File: src/verilog/bus_pkg.sv
/*
 * Bus widths and port types shared by the memory model and its users.
 * The RAM covers the low 64 KiB; the data address is 32 bits wide and
 * is decoded either as a RAM offset or as a peripheral region/offset.
 */
package bus_pkg;

  localparam int ram_addr_width    = 16;
  localparam int instr_rdata_width = 128;
  localparam int data_width        = 32;
  localparam int data_be_width     = data_width / 8;

  typedef struct packed {
    logic                      req;
    logic [ram_addr_width-1:0] addr;
  } instr_req_t;

  // ram view: everything above the offset must be zero for a hit
  typedef struct packed {
    logic [data_width-ram_addr_width-1:0] high;
    logic [ram_addr_width-1:0]            offset;
  } ram_view_t;

  // peripheral view: 64 KiB regions
  typedef struct packed {
    logic [15:0] region;
    logic [15:0] reg_off;
  } per_view_t;

  typedef union packed {
    ram_view_t ram;
    per_view_t per;
  } data_addr_u;

  typedef struct packed {
    logic                     req;
    logic                     we;
    logic [data_be_width-1:0] be;
    data_addr_u               addr;
    logic [data_width-1:0]    wdata;
  } data_req_t;

  typedef struct packed {
    logic                  gnt;
    logic                  rvalid;
    logic                  err;
    logic [data_width-1:0] rdata;
  } data_rsp_t;

endpackage

File: src/verilog/mem_map_pkg.sv
/*
 * Address map of the pseudo peripherals behind the data port.
 * Control registers are write only; reads there are treated as unmapped.
 * The timer interrupt id doubles as the enable bit index in the mask.
 */
package mem_map_pkg;

  // control registers, full 32-bit match
  localparam logic [31:0] status_addr     = 32'h2000_0000;
  localparam logic [31:0] exit_addr       = 32'h2000_0004;
  localparam logic [31:0] timer_mask_addr = 32'h1500_0000;
  localparam logic [31:0] timer_cnt_addr  = 32'h1500_0004;

  // scratch bank occupies a whole 64 KiB region
  localparam logic [15:0] scratch_region = 16'h1600;

  localparam logic [31:0] pass_magic = 32'd123456789;
  localparam logic [31:0] fail_magic = 32'd1;

  localparam int timer_irq_id  = 7;
  localparam int scratch_count = 16;

  // one strobe per control register, only one can be high at a time
  typedef struct packed {
    logic        status_we;
    logic        exit_we;
    logic        mask_we;
    logic        cnt_we;
    logic [31:0] wdata;
  } ctrl_wr_t;

  typedef struct packed {
    logic        req;
    logic        we;
    logic [3:0]  idx;
    logic [31:0] wdata;
  } scratch_req_t;

endpackage

File: src/verilog/addr_decoder.sv
/*
 * Data port decoder. Every request is granted in its own cycle, mapped or
 * not, and answered one cycle later. Unmapped accesses come back with err
 * set and zero read data. Control registers only decode for writes.
 */
`timescale 1ns/1ps

module addr_decoder
  import bus_pkg::*;
  import mem_map_pkg::*;
(
  input  logic                      clk_i,
  input  logic                      rst_ni,

  input  data_req_t                 data_req_i,

  output logic                      ram_en_o,
  output logic                      ram_we_o,
  output logic [data_be_width-1:0]  ram_be_o,
  output logic [ram_addr_width-1:0] ram_addr_o,
  output logic [data_width-1:0]     ram_wdata_o,
  input  logic [data_width-1:0]     ram_rdata_i,

  output ctrl_wr_t                  ctrl_wr_o,

  output scratch_req_t              scratch_req_o,
  input  logic [data_width-1:0]     scratch_rdata_i,

  output data_rsp_t                 data_rsp_o
);

  typedef enum logic [1:0] {
    tgt_ram,
    tgt_ctrl,
    tgt_scratch,
    tgt_err
  } target_e;

  target_e    target;
  target_e    target_q;
  logic       valid_q;
  logic       is_ctrl;
  logic       ctrl_sel;
  data_addr_u addr;

  assign addr = data_req_i.addr;

  assign is_ctrl = (addr == status_addr) || (addr == exit_addr) ||
                   (addr == timer_mask_addr) || (addr == timer_cnt_addr);

  // ram has priority, then scratch, then the write-only control block
  always_comb begin
    target = tgt_err;
    if (addr.ram.high == '0) begin
      target = tgt_ram;
    end else if (addr.per.region == scratch_region) begin
      target = tgt_scratch;
    end else if (data_req_i.we && is_ctrl) begin
      target = tgt_ctrl;
    end
  end

  // ram port, only the enable is qualified
  assign ram_en_o    = data_req_i.req && (target == tgt_ram);
  assign ram_we_o    = data_req_i.we;
  assign ram_be_o    = data_req_i.be;
  assign ram_addr_o  = addr.ram.offset;
  assign ram_wdata_o = data_req_i.wdata;

  assign ctrl_sel = data_req_i.req && (target == tgt_ctrl);

  always_comb begin
    ctrl_wr_o.status_we = ctrl_sel && (addr == status_addr);
    ctrl_wr_o.exit_we   = ctrl_sel && (addr == exit_addr);
    ctrl_wr_o.mask_we   = ctrl_sel && (addr == timer_mask_addr);
    ctrl_wr_o.cnt_we    = ctrl_sel && (addr == timer_cnt_addr);
    ctrl_wr_o.wdata     = data_req_i.wdata;
  end

  // word index inside the region, upper offset bits alias
  always_comb begin
    scratch_req_o.req   = data_req_i.req && (target == tgt_scratch);
    scratch_req_o.we    = data_req_i.we;
    scratch_req_o.idx   = addr.per.reg_off[5:2];
    scratch_req_o.wdata = data_req_i.wdata;
  end

  // remember where the response has to come from
  always_ff @(posedge clk_i or negedge rst_ni) begin
    if (!rst_ni) begin
      valid_q  <= 1'b0;
      target_q <= tgt_ram;
    end else begin
      valid_q  <= data_req_i.req;
      target_q <= target;
    end
  end

  always_comb begin
    data_rsp_o.gnt    = data_req_i.req;
    data_rsp_o.rvalid = valid_q;
    data_rsp_o.err    = valid_q && (target_q == tgt_err);
    data_rsp_o.rdata  = '0;
    if (valid_q) begin
      case (target_q)
        tgt_ram:     data_rsp_o.rdata = ram_rdata_i;
        tgt_scratch: data_rsp_o.rdata = scratch_rdata_i;
        default:     data_rsp_o.rdata = '0;
      endcase
    end
  end

endmodule

File: config.mk
export PLATFORM = sky130hd
export DESIGN_NAME = addr_decoder
export DESIGN_NICKNAME = d
export VERILOG_FILES = /design/src/verilog/bus_pkg.sv /design/src/verilog/mem_map_pkg.sv /design/src/verilog/addr_decoder.sv
export SDC_FILE = /design/constraint.sdc
export NUM_CORES = 1
export LEC_CHECK = 0
export ABC_AREA = 1
export BUFFER_PORTS_ARGS = -buffer_cell sky130_fd_sc_hd__buf_2
export CORE_AREA = 8 8 111 113
export DETAILED_ROUTE_END_ITERATION = 8
export DIE_AREA = 0 0 119 121
export GPL_TIMING_DRIVEN = 0
export RECOVER_POWER = 100
export SYNTH_ARGS = -nofsm -noshare
export SYNTH_HDL_FRONTEND = slang
export SYNTH_SLANG_ARGS = --single-unit
File: constraint.sdc
create_clock -name clk_i -period 1.3 [get_ports clk_i]
set_input_delay 0.26 -clock clk_i [delete_from_list [all_inputs] [get_ports clk_i]]
set_output_delay 0.26 -clock clk_i [all_outputs]
set_load 0.02 [all_outputs]
# Yosys cells after proc, flatten, opt, wreduce, memory -nomap -nowiden
# Cells that the tools add are included.
dict set report word_totals {
  register_bits 3
  input_bits 136
  elab_cells 31
}
dict set report op_classes {
  eq_ne 9
  mux 5
  reduce_logical 15
}
# cell count
set ops {}
lappend ops {{$eq A32 B29 Y1 const B} 2}
lappend ops {{$eq A32 B30 Y1 const B} 2}
lappend ops {{$pmux W32 S2} 1}
lappend ops {{$mux W32} 1}
lappend ops {{$eq A16 B13 Y1 const B} 1}
lappend ops {{$logic_not A16 Y1} 1}
lappend ops {{$logic_and A1 B1 Y1} 9}
lappend ops {{$eq A2 B2 Y1 const B} 3}
lappend ops {{$mux W2} 3}
lappend ops {{$logic_not A2 Y1} 2}
lappend ops {{$logic_or A1 B1 Y1} 3}
lappend ops {{$eq A2 B1 Y1 const B} 1}

# Logic depth before layout (Yosys ltp)
dict set report logic_depth {
  depth_word 11
  mapped_depth 9
}

# Worst setup path after synthesis
# OpenSTA, ideal clock, no wires.
dict set report synth_path {
  path_type {reg2out}
  startpoint {reg target_q[1]}
  endpoint {out data_rsp_o[22] (netlist bit)}
  t_arrival_ns 1.211
  required_time_ns 1.040
  setup_slack_ns -0.171
  path_stages_with_launch 6
  path_cell_list {dfrtp_1 buf_2 inv_1 buf_2 nand3_1 a21oi_1}
}
# item line_no
set synth_rtl {}
lappend synth_rtl {{start, declared} addr_decoder.sv:40} ;# target_e target_q;
lappend synth_rtl {{start signal, assigned} addr_decoder.sv:92} ;# target_q <= tgt_ram;
lappend synth_rtl {{start signal, assigned} addr_decoder.sv:95} ;# target_q <= target;
lappend synth_rtl {{end, declared} addr_decoder.sv:29} ;# output data_rsp_t data_rsp_o

==> run summary <==
Die ar. - 14,400 sq um
crit share post-route - 1.28
min-delay src - data_req_i[69]
RSZ-0062 raised after global routing - yes
count of input and output buffers - 262
RD Place Congestion - 0.798
Lkg Pwr - 0.00202 uW
warnings from Yosys - 0
maximum VDD drop - 245 uV
drt total wl - 12,200 microns
worst min-delay path class - in2reg
Critical Path RT - 1040 ps
Syn Nets - 449
actual slew at the worst max-slew pin - 309 ps
Area contributors post-synth - buf_4 49%, nand3_1 19%, a21oi_1 8.4%, nor2_1 4.7%, dfrtp_1 3.9%
final count of pins violating max slew - 0
register area share after synthesis - 0.0392
violated checks - negative setup slack
Crit Path Max Fanout - 6
most common cell after layout, fill and taps aside - buf_4
post-layout instance count excluding filler cells - 743
syn_area_per_cell - 6.12 sq um
most frequent cells in the layout - 137 x buf_4, 127 x clkbuf_1, 88 x buf_2, 50 x buf_6, 30 x nand3_2
initial core utilization - 0.181
largest net degree at the start of global routing - 11
hpwl dp - 9270 microns
CTS clk-pin slew, worst paths - 30 ps
Synth top area share - 0.486
Clk Tree Root Cell - clkbuf_8
routed len/inst - 16.4 microns
Final ANT Viol Nets - 0
first-pass GRT wire length - 17,200 microns
Filler cells - 1,078
mapped cell area - 1910 sq um
max_cap viols - 0
core footprint - 10,600 sq um
diodes inserted - 0
TritonRoute pass-1 iters - 4
post-synthesis register bit count - 3
gr usage total - 0.142
Max H-tree Level - 1
initial antenna violation count - 0
CP Class - reg2out
post-synth top area cell - buf_4
Hold Crit Depth - 1
Peak Freq - 603 MHz
chip height - 121 microns
placed insts - 715
vias in the first global route - 3,260
die width - 119 microns
Hold EP - valid_q
vias - 3,065
Setup WS post-layout - -360 ps
multi-input combinational cell area - 1680 sq um
DR vias/cell - 4.13
status - complete, but fails checks
Synth-to-Final Area Change - 163%
Crit path arrival time - 1400 ps
PwrDens - 280 nW/um^2
critical path startpoint category - register
Final Critical Period - 1660 ps
synthesized instance count - 313
pre-CTS WS - -415 ps
Clock Tree Buf Depth - 2
final setup vio count - 38
CTS Sinks - 3
Nets - 740
Hold Fails Final Rpt - 0
initial DRC count - 71
fraction of layout instances using a drive strength above 1 - 0.718
headroom to the max-slew limit - 0.795
DRC Markers - 0
Num CTS Buffers - 3
post-layout util - 0.475
Synth cell types - 18
Rows - 38
CTS tree - built
io pins - 299
grt total ovfl - 0
Worst setup EP type - output pin
FF+latch area - 76.3 sq um
## layout make-up
cell class	instances	share of cell area
Multi-Input combinational cell	155	0.333
Inverter	14	0.0119
Sequential cell	3	0.0152
Timing Repair Buffer	287	0.358
Buffer	140	0.238
Clock buffer	4	0.00894
Tap cell	140	0.0348
## critical path, stage by stage (launching register included)
cell and delay, ps:
dfrtp_1 380, inv_4 100, buf_12 140, buf_8 140, nand3_4 90, a21oi_4 180
buf_6 140
## registers in the layout, summed over array words and instances (netlist names)
name,count
target_q,2
valid_q,1
## per-layer routing
layer	share of wire	wire, microns	GRT usage
met5	0	0	0
met4	0.0075	91	0.0166
met3	0.061	736	0.0400
met2	0.59	7210	0.291
met1	0.34	4110	0.140
## kinds of logic after synthesis
kind of cell / count (synthesis) / share of synthesized area
simple gates: 122 / 0.319
buf+inv: 155 / 0.554
flops: 3 / 0.0392
compound gates: 33 / 0.0882
## worst max-delay path by stage
stage	start	end	slack (ps)	cells past startpoint
2_1_floorplan	data_req_i[35]	ctrl_wr_o[32]	-80	7
3_3_place_gp	data_req_i[35]	ctrl_wr_o[32]	-400	9
3_5_place_dp	data_req_i[35]	ctrl_wr_o[32]	-420	9
4_1_cts	target_q[0]	data_rsp_o[25]	-340	6
5_1_grt	data_req_i[61]	ctrl_wr_o[35]	-400	10
6_report	target_q[0]	data_rsp_o[20]	-360	6
## power breakdown
part           internal (uW)  leakage (uW)  switching, uW  total [uW]
combinational            473       0.00197            573        1050
clock                    209     0.0000228           59.7         269
sequential              95.7     0.0000288           1.24        96.9
## stage by stage
stage	hold slack (ps)	instance area [sq um]	setup TNS [ps]	power (uW)
after floorplan	-35.6	2340	-402	733
after global placement	55.7	3820	-9900	1110
after detailed placement	59.1	3820	-10020	1120
after CTS	210	4740	-11870	1450
after global routing	255	5040	-13690	1490
final	239	5040	-11790	1410
## repair_timing
action                                  4_1_cts  5_1_grt
setup buffers                                10        2
pin swaps                                    30       30
resized for setup                           173       65
hold buffers                                  1        0
cloned                                        6        6
endpoints found under the setup margin       39       39
endpoints found under the hold margin         3        0
## synth_stat cells
master,count
dfrtp_1,3
buf_4,124
nor3_2,1
nor2_4,2
nand2_2,1
clkbuf_1,7
o21ai_2,1
nor2_2,7
nor2_1,24
nor2_8,1
nand3_1,72
buf_2,10
inv_1,13
nor3_1,1
inv_2,1
nand3b_1,1
nand2_1,12
a21oi_1,32
(Power assumes the default switching activity.)
