$ cat src/verilog/bus_pkg.sv
/*
 * Bus widths and port types shared by the memory model and its users.
 * The RAM covers the low 64 KiB; the data address is 32 bits wide and
 * is decoded either as a RAM offset or as a peripheral region/offset.
 */
package bus_pkg;

  localparam int ram_addr_width    = 16;
  localparam int instr_rdata_width = 128;
  localparam int data_width        = 32;
  localparam int data_be_width     = data_width / 8;

  typedef struct packed {
    logic                      req;
    logic [ram_addr_width-1:0] addr;
  } instr_req_t;

  // ram view: everything above the offset must be zero for a hit
  typedef struct packed {
    logic [data_width-ram_addr_width-1:0] high;
    logic [ram_addr_width-1:0]            offset;
  } ram_view_t;

  // peripheral view: 64 KiB regions
  typedef struct packed {
    logic [15:0] region;
    logic [15:0] reg_off;
  } per_view_t;

  typedef union packed {
    ram_view_t ram;
    per_view_t per;
  } data_addr_u;

  typedef struct packed {
    logic                     req;
    logic                     we;
    logic [data_be_width-1:0] be;
    data_addr_u               addr;
    logic [data_width-1:0]    wdata;
  } data_req_t;

  typedef struct packed {
    logic                  gnt;
    logic                  rvalid;
    logic                  err;
    logic [data_width-1:0] rdata;
  } data_rsp_t;

endpackage

$ cat src/verilog/mem_map_pkg.sv
/*
 * Address map of the pseudo peripherals behind the data port.
 * Control registers are write only; reads there are treated as unmapped.
 * The timer interrupt id doubles as the enable bit index in the mask.
 */
package mem_map_pkg;

  // control registers, full 32-bit match
  localparam logic [31:0] status_addr     = 32'h2000_0000;
  localparam logic [31:0] exit_addr       = 32'h2000_0004;
  localparam logic [31:0] timer_mask_addr = 32'h1500_0000;
  localparam logic [31:0] timer_cnt_addr  = 32'h1500_0004;

  // scratch bank occupies a whole 64 KiB region
  localparam logic [15:0] scratch_region = 16'h1600;

  localparam logic [31:0] pass_magic = 32'd123456789;
  localparam logic [31:0] fail_magic = 32'd1;

  localparam int timer_irq_id  = 7;
  localparam int scratch_count = 16;

  // one strobe per control register, only one can be high at a time
  typedef struct packed {
    logic        status_we;
    logic        exit_we;
    logic        mask_we;
    logic        cnt_we;
    logic [31:0] wdata;
  } ctrl_wr_t;

  typedef struct packed {
    logic        req;
    logic        we;
    logic [3:0]  idx;
    logic [31:0] wdata;
  } scratch_req_t;

endpackage

$ cat src/verilog/sim_ctrl.sv
/*
 * Test status, exit code and a countdown timer with one interrupt.
 * Status and exit strobes are single-cycle pulses one cycle after the
 * write. Only bit timer_irq_id of the mask is stored.
 */
`timescale 1ns/1ps

module sim_ctrl
  import bus_pkg::*;
  import mem_map_pkg::*;
(
  input  logic                  clk_i,
  input  logic                  rst_ni,

  input  ctrl_wr_t              ctrl_wr_i,

  input  logic                  irq_ack_i,
  input  logic [4:0]            irq_id_i,

  output logic                  tests_passed_o,
  output logic                  tests_failed_o,
  output logic                  exit_valid_o,
  output logic [data_width-1:0] exit_value_o,
  output logic                  irq_timer_o
);

  logic        mask_en_q;
  logic [31:0] cnt_q;
  logic        timer_fire;
  logic        timer_ack;

  // counter reaches zero at this edge, a reload cancels it
  assign timer_fire = !ctrl_wr_i.cnt_we && (cnt_q == 32'd1) && mask_en_q;
  assign timer_ack  = irq_ack_i && (irq_id_i == 5'(timer_irq_id));

  always_ff @(posedge clk_i or negedge rst_ni) begin
    if (!rst_ni) begin
      tests_passed_o <= 1'b0;
      tests_failed_o <= 1'b0;
      exit_valid_o   <= 1'b0;
      exit_value_o   <= '0;
    end else begin
      tests_passed_o <= ctrl_wr_i.status_we && (ctrl_wr_i.wdata == pass_magic);
      tests_failed_o <= ctrl_wr_i.status_we && (ctrl_wr_i.wdata == fail_magic);
      exit_valid_o   <= ctrl_wr_i.exit_we;
      if (ctrl_wr_i.exit_we) begin
        exit_value_o <= ctrl_wr_i.wdata;
      end
    end
  end

  always_ff @(posedge clk_i or negedge rst_ni) begin
    if (!rst_ni) begin
      mask_en_q   <= 1'b0;
      cnt_q       <= '0;
      irq_timer_o <= 1'b0;
    end else begin
      if (ctrl_wr_i.mask_we) begin
        mask_en_q <= ctrl_wr_i.wdata[timer_irq_id];
      end

      if (ctrl_wr_i.cnt_we) begin
        cnt_q <= ctrl_wr_i.wdata;
      end else if (cnt_q != '0) begin
        cnt_q <= cnt_q - 32'd1;
      end

      // ack wins over a set in the same cycle
      if (timer_ack) begin
        irq_timer_o <= 1'b0;
      end else if (timer_fire) begin
        irq_timer_o <= 1'b1;
      end
    end
  end

endmodule

$ cat config.mk
export PLATFORM = sky130hd
export DESIGN_NAME = sim_ctrl
export DESIGN_NICKNAME = d
export VERILOG_FILES = /design/src/verilog/bus_pkg.sv /design/src/verilog/mem_map_pkg.sv /design/src/verilog/sim_ctrl.sv
export SDC_FILE = /design/constraint.sdc
export NUM_CORES = 1
export LEC_CHECK = 0
export BUFFER_PORTS_ARGS = -buffer_cell sky130_fd_sc_hd__buf_2
export CAP_MARGIN = 20
export CORE_UTILIZATION = 54
export DETAILED_ROUTE_END_ITERATION = 8
export MAX_ROUTING_LAYER = met4
export PLACE_DENSITY = 0.79
export SYNTH_ARGS = -nofsm -noshare
export SYNTH_HDL_FRONTEND = slang
export SYNTH_SLANG_ARGS = --single-unit
$ cat constraint.sdc
create_clock -name clk_i -period 3.1 [get_ports clk_i]
set_clock_uncertainty 0.15 [all_clocks]
set_input_delay 0.465 -clock clk_i [delete_from_list [all_inputs] [get_ports clk_i]]
set_output_delay 0.465 -clock clk_i [all_outputs]
set_load 0.01 [all_outputs]
-- Yosys cells after proc, flatten, opt, wreduce, memory -nomap -nowiden
Index checks and enable logic that the tools add are counted.
- flip-flop bits (word level): 69
- input bits: 44
- logic and storage cells: 25
- output and inout bits: 36
- eq/ne operators: 4
- reductions and logical operators: 9
- add/subtract/negate cells: 1
- multiplexer cells: 4
- operators by type and width (operator ; count):
    32-bit by 1-bit equality test with 1-bit output, second input constant ; 2
    32-bit two-way mux ; 2
    32-bit by 27-bit equality test with 1-bit output, second input constant ; 1
    32-bit nonzero test ; 1
    32-bit by 1-bit subtractor with 32-bit output, second input constant ; 1
    5-bit by 3-bit equality test with 1-bit output, second input constant ; 1
    1-bit logical AND ; 5
    2-bit nonzero test ; 2
    1-bit two-way mux ; 2
    1-bit logical NOT ; 1

-- Depth between registers and ports, before layout
Gate-level depths: netlist of the first run.
- depth in word-level cells: 5
- gate-level depth with buffers: 8
- gate-level depth less buffers: 7

-- Least setup slack after synthesis of the first run
OpenSTA, ideal clock, no wires.
- path kind: flip-flop to flip-flop
- start: register cnt_q[0]
- end: register cnt_q[20]
- clock period less this slack: 2192 ps
- path slack: 908 ps
- library setup time: 82 ps
- path buffers: 1
- cell stages (with the launch flop): 8
- data required time: 2868 ps
- arrival: 1960 ps
- cells stage by stage: dfrtp_1 -> inv_1 -> ha_1 -> or3b_4 -> nand4b_4 -> buf_6 -> or4_1 -> a31oi_1
- longest elaborated chain between the ends: 3
- elaborated cells between the ends (all ways): 5
- those cells by class: add/sub: 1; mux: 2; reduce/logical: 2
- RTL lines (what ; line ; text):
    start, declared ; sim_ctrl.sv:28 ; logic [31:0] cnt_q;
    start signal, assigned ; sim_ctrl.sv:63 ; cnt_q <= ctrl_wr_i.wdata;
    start signal, assigned ; sim_ctrl.sv:65 ; cnt_q <= cnt_q - 32'd1;
    32-bit by 1-bit subtractor with 32-bit output ; sim_ctrl.sv:65 ;
    32-bit two-way mux ; sim_ctrl.sv:64 ; end else if (cnt_q != '0) begin
    32-bit two-way mux ; sim_ctrl.sv:62 ; if (ctrl_wr_i.cnt_we) begin
Parallel ways exist; a longest one is shown, timed or not. The select of a mux whose other input is x is not followed.
A chain may end at the register's enable or synchronous reset.

-- Worst setup path after layout of the first run
- start: register cnt_q[0]
- end: register cnt_q[28]
The elaborated chain is that of the path after synthesis.

==> results of run 1 <==
==> final timing paths <==
kind / cells after the start / slack (ns) / start / endpoint
worst min register to register: 1 / 0.36 / exit_value_o[28] / exit_value_o[28]
min in group clk_i: 2 / 0.16 / irq_id_i[0] / irq_timer_o
max in group asynchronous: 2 / 2.08 / rst_ni / cnt_q[30]
worst min-delay path: 2 / 0.15 / rst_ni / exit_value_o[2]
worst max-delay path: 7 / 0.61 / cnt_q[0] / cnt_q[28]
worst max register to register: 7 / 0.61 / cnt_q[0] / cnt_q[28]
==> kinds of logic (layout without fill, tap and decap cells) <==
group,count (synthesis),after routing
mux,36,36
simple gates,107,107
flops,69,69
buf+inv,18,103
compound gates,51,51
fa+ha+maj,2,2
xor+xnor,19,19
==> cells in the final DEF, fill, tap and decap left out, types with 3 or more instances in the layout <==
master	count
a31oi_1	5
dfrtp_1	69
or4_1	3
o21ai_1	3
xnor2_1	11
or3_1	4
nor4_4	4
a21oi_1	11
nor4_2	5
clkbuf_8	11
xor2_1	8
and4_1	3
nand4_1	8
mux2_2	33
o31ai_1	9
buf_4	3
nand2_1	25
inv_1	5
buf_2	79
nor2_1	15
nor4_1	9
nor3_1	12
o21ai_0	17
==> area by class of cell <==
type / instances / share of cell area
clock buffers: 11 / 0.03695
clock inverters: 5 / 0.01985
inverters: 5 / 0.004580
multi-input cells: 215 / 0.3924
flip-flops and latches: 69 / 0.4214
well taps: 75 / 0.02290
repair buffers: 82 / 0.1020
==> worst reg2reg max path, delay by kind of cell (launching register included) <==
family                   cells  cell delay, ns
AO/OA/AOI/OAI                2            0.37
flip-flops                   1            0.42
adder cells (fa/ha/maj)      1            0.19
AND/OR/NAND/NOR              3            1.12
buffers and inverters        1            0.12
==> state kept, by name (all words and copies together), names as in the netlist <==
name	flops
irq_timer_o	1
tests_failed_o	1
cnt_q	32
tests_passed_o	1
exit_value_o	32
exit_valid_o	1
mask_en_q	1
==> routing by layer <==
metal,vias up,GRT usage
met5,-,-
met4,0,0.08214
met3,11,0.05444
met2,80,0.4208
met1,1379,0.4056
li1,1282,-
==> power groups by stage <==
stage	sequential, mW	combinational [mW]	clock, mW
5_1_grt	1.09	0.366	0.881
3_5_place_dp	1.09	0.331	0
6_report	1.08	0.333	0.851
4_1_cts	1.08	0.335	0.852
2_1_floorplan	1.10	0.171	0
3_3_place_gp	1.09	0.321	0
==> results.sh, run 1 <==
export IMPL_outcome="completed"
export IMPL_crit_family="simple AND/OR/NAND/NOR gates"
export IMPL_die_y_um=81.48
export IMPL_crit_path_start_kind="register"
export IMPL_globalRouteOverflowTotal=0
export IMPL_drt_iter0_markers=301
export IMPL_cts_tree="done"
export IMPL_cp_cell_sequence="inv_1 -> ha_1 -> or3b_4 -> nand4b_4 -> or3_1 -> a221oi_1 -> a21oi_1"
export IMPL_syn_area_per_cell_um2=11.29
export IMPL_layout_nets=428
export IMPL_placementRows=28
export IMPL_met2_length_um=3908
export IMPL_ys_ff_latch=69
export IMPL_cp_slowest_stage_delay_ns=0.42
export IMPL_yosysTopAreaCell="dfrtp_1"
export IMPL_vias=2752
export IMPL_n_fill_cell=461
export IMPL_synthAdderAreaFrac=0.007337
export IMPL_ir_worst_vdd_uv=467.0
export IMPL_final_core_util=0.6840
export IMPL_vias_per_cell=5.957
export IMPL_relSlewSlack=0.4238
export IMPL_hp_class="in -> async"
export IMPL_cts_resized=0
export IMPL_synth_area_um2=3411
export IMPL_post_dp_hpwl_um=5836
export IMPL_tns_ns=0
export IMPL_clock_sinks=69
export IMPL_synthTopCellsByCount="69 x dfrtp_1, 33 x mux2_2, 25 x nand2_1, 17 x o21ai_0, 15 x nor2_1"
export IMPL_multi_input_area_um2=1608
export IMPL_hold_violations=0
export IMPL_pre_cts_ws_ns=0.6389
export IMPL_routed_wl_met3_um=422
export IMPL_cts_buffers=9
export IMPL_fin_cells=462
export IMPL_swShare=0.2735
export IMPL_p_comb_frac=0.147
export IMPL_yosysSeqAreaShare=0.5062
export IMPL_yosys_area_share_xor_xnor=0.04879
export IMPL_finalSetupViolCount=0
export IMPL_antennaDiodeCount=0
export IMPL_syn_nets=348
export IMPL_worst_path_max_delay_cell="dfrtp_1"
export IMPL_p_sw_mw=0.6183
export IMPL_place_congestion=0.8438
export IMPL_drcViolationCount=0
export IMPL_postRouteAntennaNets=0
export IMPL_grt_max_degree=70
export IMPL_p_int_mw=1.642
export IMPL_dp_cells=446
export IMPL_synth_top_family_by_area="simple AND/OR/NAND/NOR gates"
export IMPL_hold_buffers=0
export IMPL_drt_first_pass_iters=4
export IMPL_final_cell_area_um2=4098
export IMPL_port_buffers=79
export IMPL_whs_ns=0.1542
export IMPL_wl_met1_um=3867
export IMPL_cp_end_kind="register"
export IMPL_fmax_mhz=401.8
export IMPL_grt_pass1_vias=2728
export IMPL_yosysMostFrequentCell="dfrtp_1"
export IMPL_placed_cell_area_um2=3865
export IMPL_fin_crit_sh=0.8029
export IMPL_syn_to_final_growth_pct=20.14
export IMPL_clockBufferDepth=2
export IMPL_initial_core_util=0.5693
export IMPL_register_area_um2=1727
export IMPL_yosys_area_share_simple=0.2073
export IMPL_async_reset_ff_frac=1.000
export IMPL_pwr_share_seq=0.476
export IMPL_cts_setup_buffers=0
export IMPL_worst_path_max_fanout=14
export IMPL_synth_warning_count=0
export IMPL_highest_layer="met4"
export IMPL_setup_slack_ns=0.6111
export IMPL_pwr_share_clk=0.376
export IMPL_min_period_ns=2.489
export IMPL_antenna_found_initial=0
export IMPL_cp_required_ns=3.16
export IMPL_power_mw=2.261
export IMPL_clockRootBuffer="clkbuf_8"
export IMPL_io_pins=80
export IMPL_wire_per_inst_um=17.99
export IMPL_fp_dieW_um=81.48
export IMPL_synth_compound_area_frac=0.08988
export IMPL_clk_latency_ns=0.34
export IMPL_power_leakage_nw=1.745
export IMPL_clk_pin_slew_ns=0.08
export IMPL_tightest_slew_ns=0.8643
export IMPL_critical_path_class="reg -> reg"
export IMPL_die_area_um2=6638
export IMPL_maxCapViolCount=0
export IMPL_synth_top_flop_cell="dfrtp_1"
export IMPL_power_density_nw_per_um2=551.7
export IMPL_rsz0062_at_grt="false"
export IMPL_synthCells=302
export IMPL_slew_violations=0
export IMPL_worst_path_buf_inv=1
export IMPL_yosysTopAreaCellShare=0.5062
export IMPL_muxShareOfSynthArea=0.1181
export IMPL_ctsHtreeMaxLevel=3
export IMPL_grt_pass1_wl_um=13680
export IMPL_grt_usage=0.2865
export IMPL_drive_gt1_frac=0.3747
export IMPL_wl_um=8312
export IMPL_synth_area_top_cells="dfrtp_1 51%, mux2_2 11%, xnor2_1 2.8%"
export IMPL_synth_edff_count=0
export IMPL_core_um2=5991
export IMPL_yosysUniqueCellTypes=47
export IMPL_crit_arrival_ns=2.55
(Power assumes the default switching activity.)
==> run 2: changes to the inputs <==
Clock period 3.1 ns to 2.6 ns, I/O delays scaled along.
==> run 2 against run 1 <==
Effect of this change:
- flip-flop and latch count unchanged
- die area unchanged
- fmax increased by 2.5%
- total power increased by 9.4%
- first-iteration DRC count decreased by 31%
==> results.sh, run 2 (synthesis gave the netlist of run 1 again) <==
export IMPL_fp_dieW_um=81.48
export IMPL_cp_end_kind="register"
export IMPL_post_dp_hpwl_um=6047
export IMPL_dp_cells=449
export IMPL_syn_to_final_growth_pct=20.87
export IMPL_tns_ns=0
export IMPL_die_y_um=81.48
export IMPL_whs_path_depth=2
export IMPL_cts_tree="done"
export IMPL_layout_nets=437
export IMPL_grt_usage=0.2857
export IMPL_top_regs="cnt_q (32), exit_value_o (32)"
export IMPL_rsz0062_at_grt="false"
export IMPL_final_common_cell="buf_2"
export IMPL_cts_resized=0
export IMPL_die_area_um2=6638
export IMPL_final_core_util=0.6882
export IMPL_min_period_ns=2.428
export IMPL_maxCapViolCount=0
export IMPL_hold_path_end="irq_timer_o"
export IMPL_ir_worst_vdd_uv=467.5
export IMPL_antennaDiodeCount=0
export IMPL_vias=2802
export IMPL_min_delay_start="irq_id_i[0]"
export IMPL_fin_crit_sh=0.9339
export IMPL_r2r_start="cnt_q[0]"
export IMPL_placementRows=28
export IMPL_wl_um=8471
export IMPL_path_depth=7
export IMPL_clockRootBuffer="clkbuf_8"
export IMPL_place_congestion=0.8298
export IMPL_cp_cell_sequence="inv_1 -> ha_1 -> or3b_4 -> nand4b_4 -> buf_4 -> o21ai_2 -> o21ai_0"
export IMPL_r2r_cells=7
export IMPL_drt_first_pass_iters=5
export IMPL_crit_arrival_ns=2.47
export IMPL_critical_path_class="reg -> reg"
export IMPL_hold_violations=0
export IMPL_fin_cells=471
export IMPL_worst_path_max_fanout=9
export IMPL_grt_pass1_vias=2691
export IMPL_antenna_found_initial=0
export IMPL_grt_pass1_wl_um=13520
export IMPL_worst_path_buf_inv=2
export IMPL_n_fill_cell=455
export IMPL_crit_path_start_kind="register"
export IMPL_vias_per_cell=5.949
export IMPL_wire_per_inst_um=17.99
export IMPL_postRouteAntennaNets=0
export IMPL_clockBufferDepth=2
export IMPL_tightest_slew_ns=0.7077
export IMPL_slew_violations=0
export IMPL_port_buffers=79
export IMPL_power_density_nw_per_um2=600.0
export IMPL_worst_path_max_delay_cell="dfrtp_1"
export IMPL_finalSetupViolCount=0
export IMPL_mostFrequentLayoutCells="79 x buf_2, 69 x dfrtp_1, 33 x mux2_2, 25 x nand2_1, 17 x o21ai_0"
export IMPL_cp_required_ns=2.65
export IMPL_drt_iter0_markers=209
export IMPL_r2r_setup_slack_ns=0.17
export IMPL_globalRouteOverflowTotal=0
export IMPL_initial_core_util=0.5693
export IMPL_drcViolationCount=0
export IMPL_drive_gt1_frac=0.3838
export IMPL_cp_slowest_stage_delay_ns=0.42
export IMPL_hp_class="in -> reg"
export IMPL_outcome="completed"
export IMPL_relSlewSlack=0.5282
export IMPL_clock_sinks=69
export IMPL_clk_latency_ns=0.34
export IMPL_cts_buffers=9
export IMPL_io_pins=80
export IMPL_ctsHtreeMaxLevel=3
export IMPL_grt_max_degree=44
export IMPL_power_leakage_nw=1.748
export IMPL_fmax_mhz=411.8
export IMPL_r2r_end="cnt_q[12]"
export IMPL_core_um2=5991
export IMPL_clk_pin_slew_ns=0.07
export IMPL_crit_family="simple AND/OR/NAND/NOR gates"
[run 2: cell types whose count changed in the layout (fill, tap and decap cells not counted)]
cell and delta:
buf_12 +1, clkinvlp_4 +3, dlygate4sd3_1 +1, bufinv_16 -2, clkinv_2 -1, clkbuf_1 +1, buf_4 +7, inv_6 +1
clkbuf_8 -2
[run 2: final cells by class]
cell class,count,area [um^2],area share
clock buffers,10,127.6,0.03096
well taps,75,93.84,0.02276
multi-input cells,215,1608,0.3900
inverters,5,18.77,0.004552
repair buffers,91,500.5,0.1214
flip-flops and latches,69,1727,0.4188
clock inverters,6,47.55,0.01153
[run 2: where the power goes]
group	switching, mW	internal (mW)
sequential	0.109	1.18
combinational	0.214	0.192
clock	0.430	0.353
total	0.753	1.72
[run 2: layer usage]
layer | track usage | wire (um)
met5 | - | 0
met2 | 0.4067 | 3995
met3 | 0.05000 | 434
met1 | 0.4162 | 3925
met4 | 0.08929 | 116
[run 2: timing repair]
| action | CTS | global route |
|---|---|---|
| hold buffers | 1 | 0 |
| hold endpoints to repair | 26 | 0 |
| setup endpoints to repair | 0 | 1 |
| setup buffers | 0 | 5 |
[run 2: worst max path at each step]
stage	start	end	slack [ns]
floorplan	cnt_q[0]	cnt_q[20]	0.41
global placement	cnt_q[0]	cnt_q[28]	0.23
detailed placement	cnt_q[0]	cnt_q[28]	0.14
CTS	cnt_q[0]	cnt_q[28]	0.13
global route	cnt_q[0]	cnt_q[28]	0.04
finish	cnt_q[0]	cnt_q[12]	0.17
[run 2: per-stage QoR]
step / cell area (um^2) / setup WS (ns) / total power, mW / hold WS (ns)
after floorplan: 3411 / 0.4079 / 1.512 / -0.05559
after global placement: 3900 / 0.2321 / 1.680 / 0.2812
after detailed placement: 3900 / 0.1420 / 1.702 / 0.2889
after CTS: 4085 / 0.1282 / 2.481 / 0.07962
after global routing: 4123 / 0.04353 / 2.581 / 0.1010
final: 4123 / 0.1719 / 2.474 / 0.09738
==> run 3: changes to the inputs <==
Settings changed: GPL_ROUTABILITY_DRIVEN set to 0, PLACE_DENSITY 0.79 to 0.8.
==> run 3 against run 2 <==
Effect of this change:
- critical path type unchanged
- sequential power hardly changed
- first-iteration DRC count decreased by 2.4%
- global-route usage down 0.57 points
==> results.sh, run 3 (synthesis gave the netlist of run 1 again) <==
export IMPL_vias_per_cell=6.002
export IMPL_worst_path_max_delay_cell="dfrtp_1"
export IMPL_syn_to_final_growth_pct=21.86
export IMPL_slew_violations=0
export IMPL_layout_nets=433
export IMPL_min_period_ns=2.444
export IMPL_clock_sinks=69
export IMPL_port_buffers=79
export IMPL_cts_buffers=9
export IMPL_crit_arrival_ns=2.50
export IMPL_fin_crit_sh=0.9401
export IMPL_wl_um=8399
export IMPL_antenna_found_initial=0
export IMPL_power_density_nw_per_um2=659.8
export IMPL_cts_tree="done"
export IMPL_cp_end_kind="register"
export IMPL_ctsHtreeMaxLevel=3
export IMPL_wire_per_inst_um=17.99
export IMPL_fmax_mhz=409.1
export IMPL_crit_path_start_kind="register"
export IMPL_register_area_um2=1727
export IMPL_finalSetupViolCount=0
export IMPL_cp_slowest_stage_delay_ns=0.43
export IMPL_antennaDiodeCount=0
export IMPL_cp_cell_sequence="inv_1 -> ha_1 -> or3b_4 -> nand4b_4 -> or3_1 -> a221oi_1 -> a21oi_1"
export IMPL_outcome="completed"
export IMPL_initial_core_util=0.5693
export IMPL_fp_dieW_um=81.48
export IMPL_relSlewSlack=0.5220
export IMPL_critical_path_class="reg -> reg"
export IMPL_grt_pass1_wl_um=13310
export IMPL_whs_ns=0.08637
export IMPL_hp_class="in -> reg"
export IMPL_clk_pin_slew_ns=0.08
export IMPL_core_um2=5991
export IMPL_tns_ns=0
export IMPL_drive_gt1_frac=0.3776
export IMPL_worst_path_max_fanout=11
export IMPL_grt_usage=0.2800
export IMPL_r2r_cells=7
export IMPL_grt_pass1_vias=2736
export IMPL_drt_first_pass_iters=5
export IMPL_clockRootBuffer="clkbuf_8"
export IMPL_die_y_um=81.48
export IMPL_die_area_um2=6638
export IMPL_clockBufferDepth=2
export IMPL_clk_latency_ns=0.34
export IMPL_ir_worst_vdd_uv=465.7
export IMPL_n_fill_cell=425
export IMPL_tightest_slew_ns=0.7171
export IMPL_postRouteAntennaNets=0
export IMPL_whs_path_depth=2
export IMPL_hold_violations=0
export IMPL_mostFrequentLayoutCells="79 x buf_2, 69 x dfrtp_1, 33 x mux2_2, 25 x nand2_1, 17 x o21ai_0"
export IMPL_placementRows=28
export IMPL_post_dp_hpwl_um=5896
export IMPL_vias=2803
export IMPL_grt_max_degree=70
export IMPL_final_common_cell="buf_2"
export IMPL_drt_iter0_markers=204
export IMPL_io_pins=80
export IMPL_rsz0062_at_grt="false"
export IMPL_multi_input_area_um2=1608
export IMPL_globalRouteOverflowTotal=0
export IMPL_drcViolationCount=0
export IMPL_maxCapViolCount=0
export IMPL_cp_required_ns=2.66
export IMPL_power_leakage_nw=1.773
export IMPL_top_regs="cnt_q (32), exit_value_o (32)"
[run 3: cell types whose count changed in the layout (fill, tap and decap cells not counted)]
cell,delta
bufinv_16,+3
clkinvlp_4,-3
buf_4,-4
clkinv_4,+1
inv_6,-2
clkinv_2,+1
[run 3: worst max-delay path: cells and delay by family (launching register included)]
kind | cells | cell delay (ns)
flops | 1 | 0.43
buf+inv | 1 | 0.11
fa+ha+maj | 1 | 0.19
compound gates | 2 | 0.35
simple gates | 3 | 1.07
[run 3: metrics by stage]
stage	setup WS, ns	instances	cell area [um^2]	utilization	power [mW]
3_5_place_dp	0.2010	450	3908	0.6523	1.697
5_1_grt	0.05663	467	4156	0.6938	2.846
6_report	0.1556	467	4156	0.6938	2.742
4_1_cts	0.1797	467	4156	0.6938	2.737
2_1_floorplan	0.4079	302	3411	-	1.512
3_3_place_gp	0.2857	450	3908	0.6523	1.681
[run 3: final timing paths]
check	slack, ns	to	from
max	0.16	cnt_q[28]	cnt_q[0]
min	0.09	irq_timer_o	irq_id_i[0]
max reg2reg	0.16	cnt_q[28]	cnt_q[0]
min reg2reg	0.35	exit_value_o[7]	exit_value_o[7]
max in group asynchronous	1.53	tests_failed_o	rst_ni
min in group asynchronous	0.46	exit_valid_o	rst_ni
[run 3: layout make-up]
class	count	area share
flip-flops and latches	69	0.4154
multi-input cells	215	0.3868
repair buffers	87	0.1132
clock buffers	10	0.03070
clock inverters	6	0.02679
well taps	75	0.02258
inverters	5	0.004515
[run 3: where the power goes]
group          internal [mW]  switching (mW)  leakage (nW)  total [mW]
Combinational          0.191           0.209         0.842       0.401
Sequential              1.18           0.105         0.814        1.28
Clock                  0.638           0.422         0.116        1.06
[run 3: layer usage]
metal | vias to the layer above | share of wire | GRT usage
met5 | - | 0 | -
met4 | 0 | 0.020 | 0.09643
met3 | 22 | 0.065 | 0.06333
met2 | 123 | 0.46 | 0.4017
met1 | 1361 | 0.45 | 0.3913
li1 | 1297 | - | -
[run 3: what timing repair did]
| item | CTS | global route |
|---|---|---|
| hold buffers | 1 | 0 |
| resized for setup | 0 | 0 |
| hold endpoints to repair | 69 | 0 |
| setup buffers | 0 | 0 |
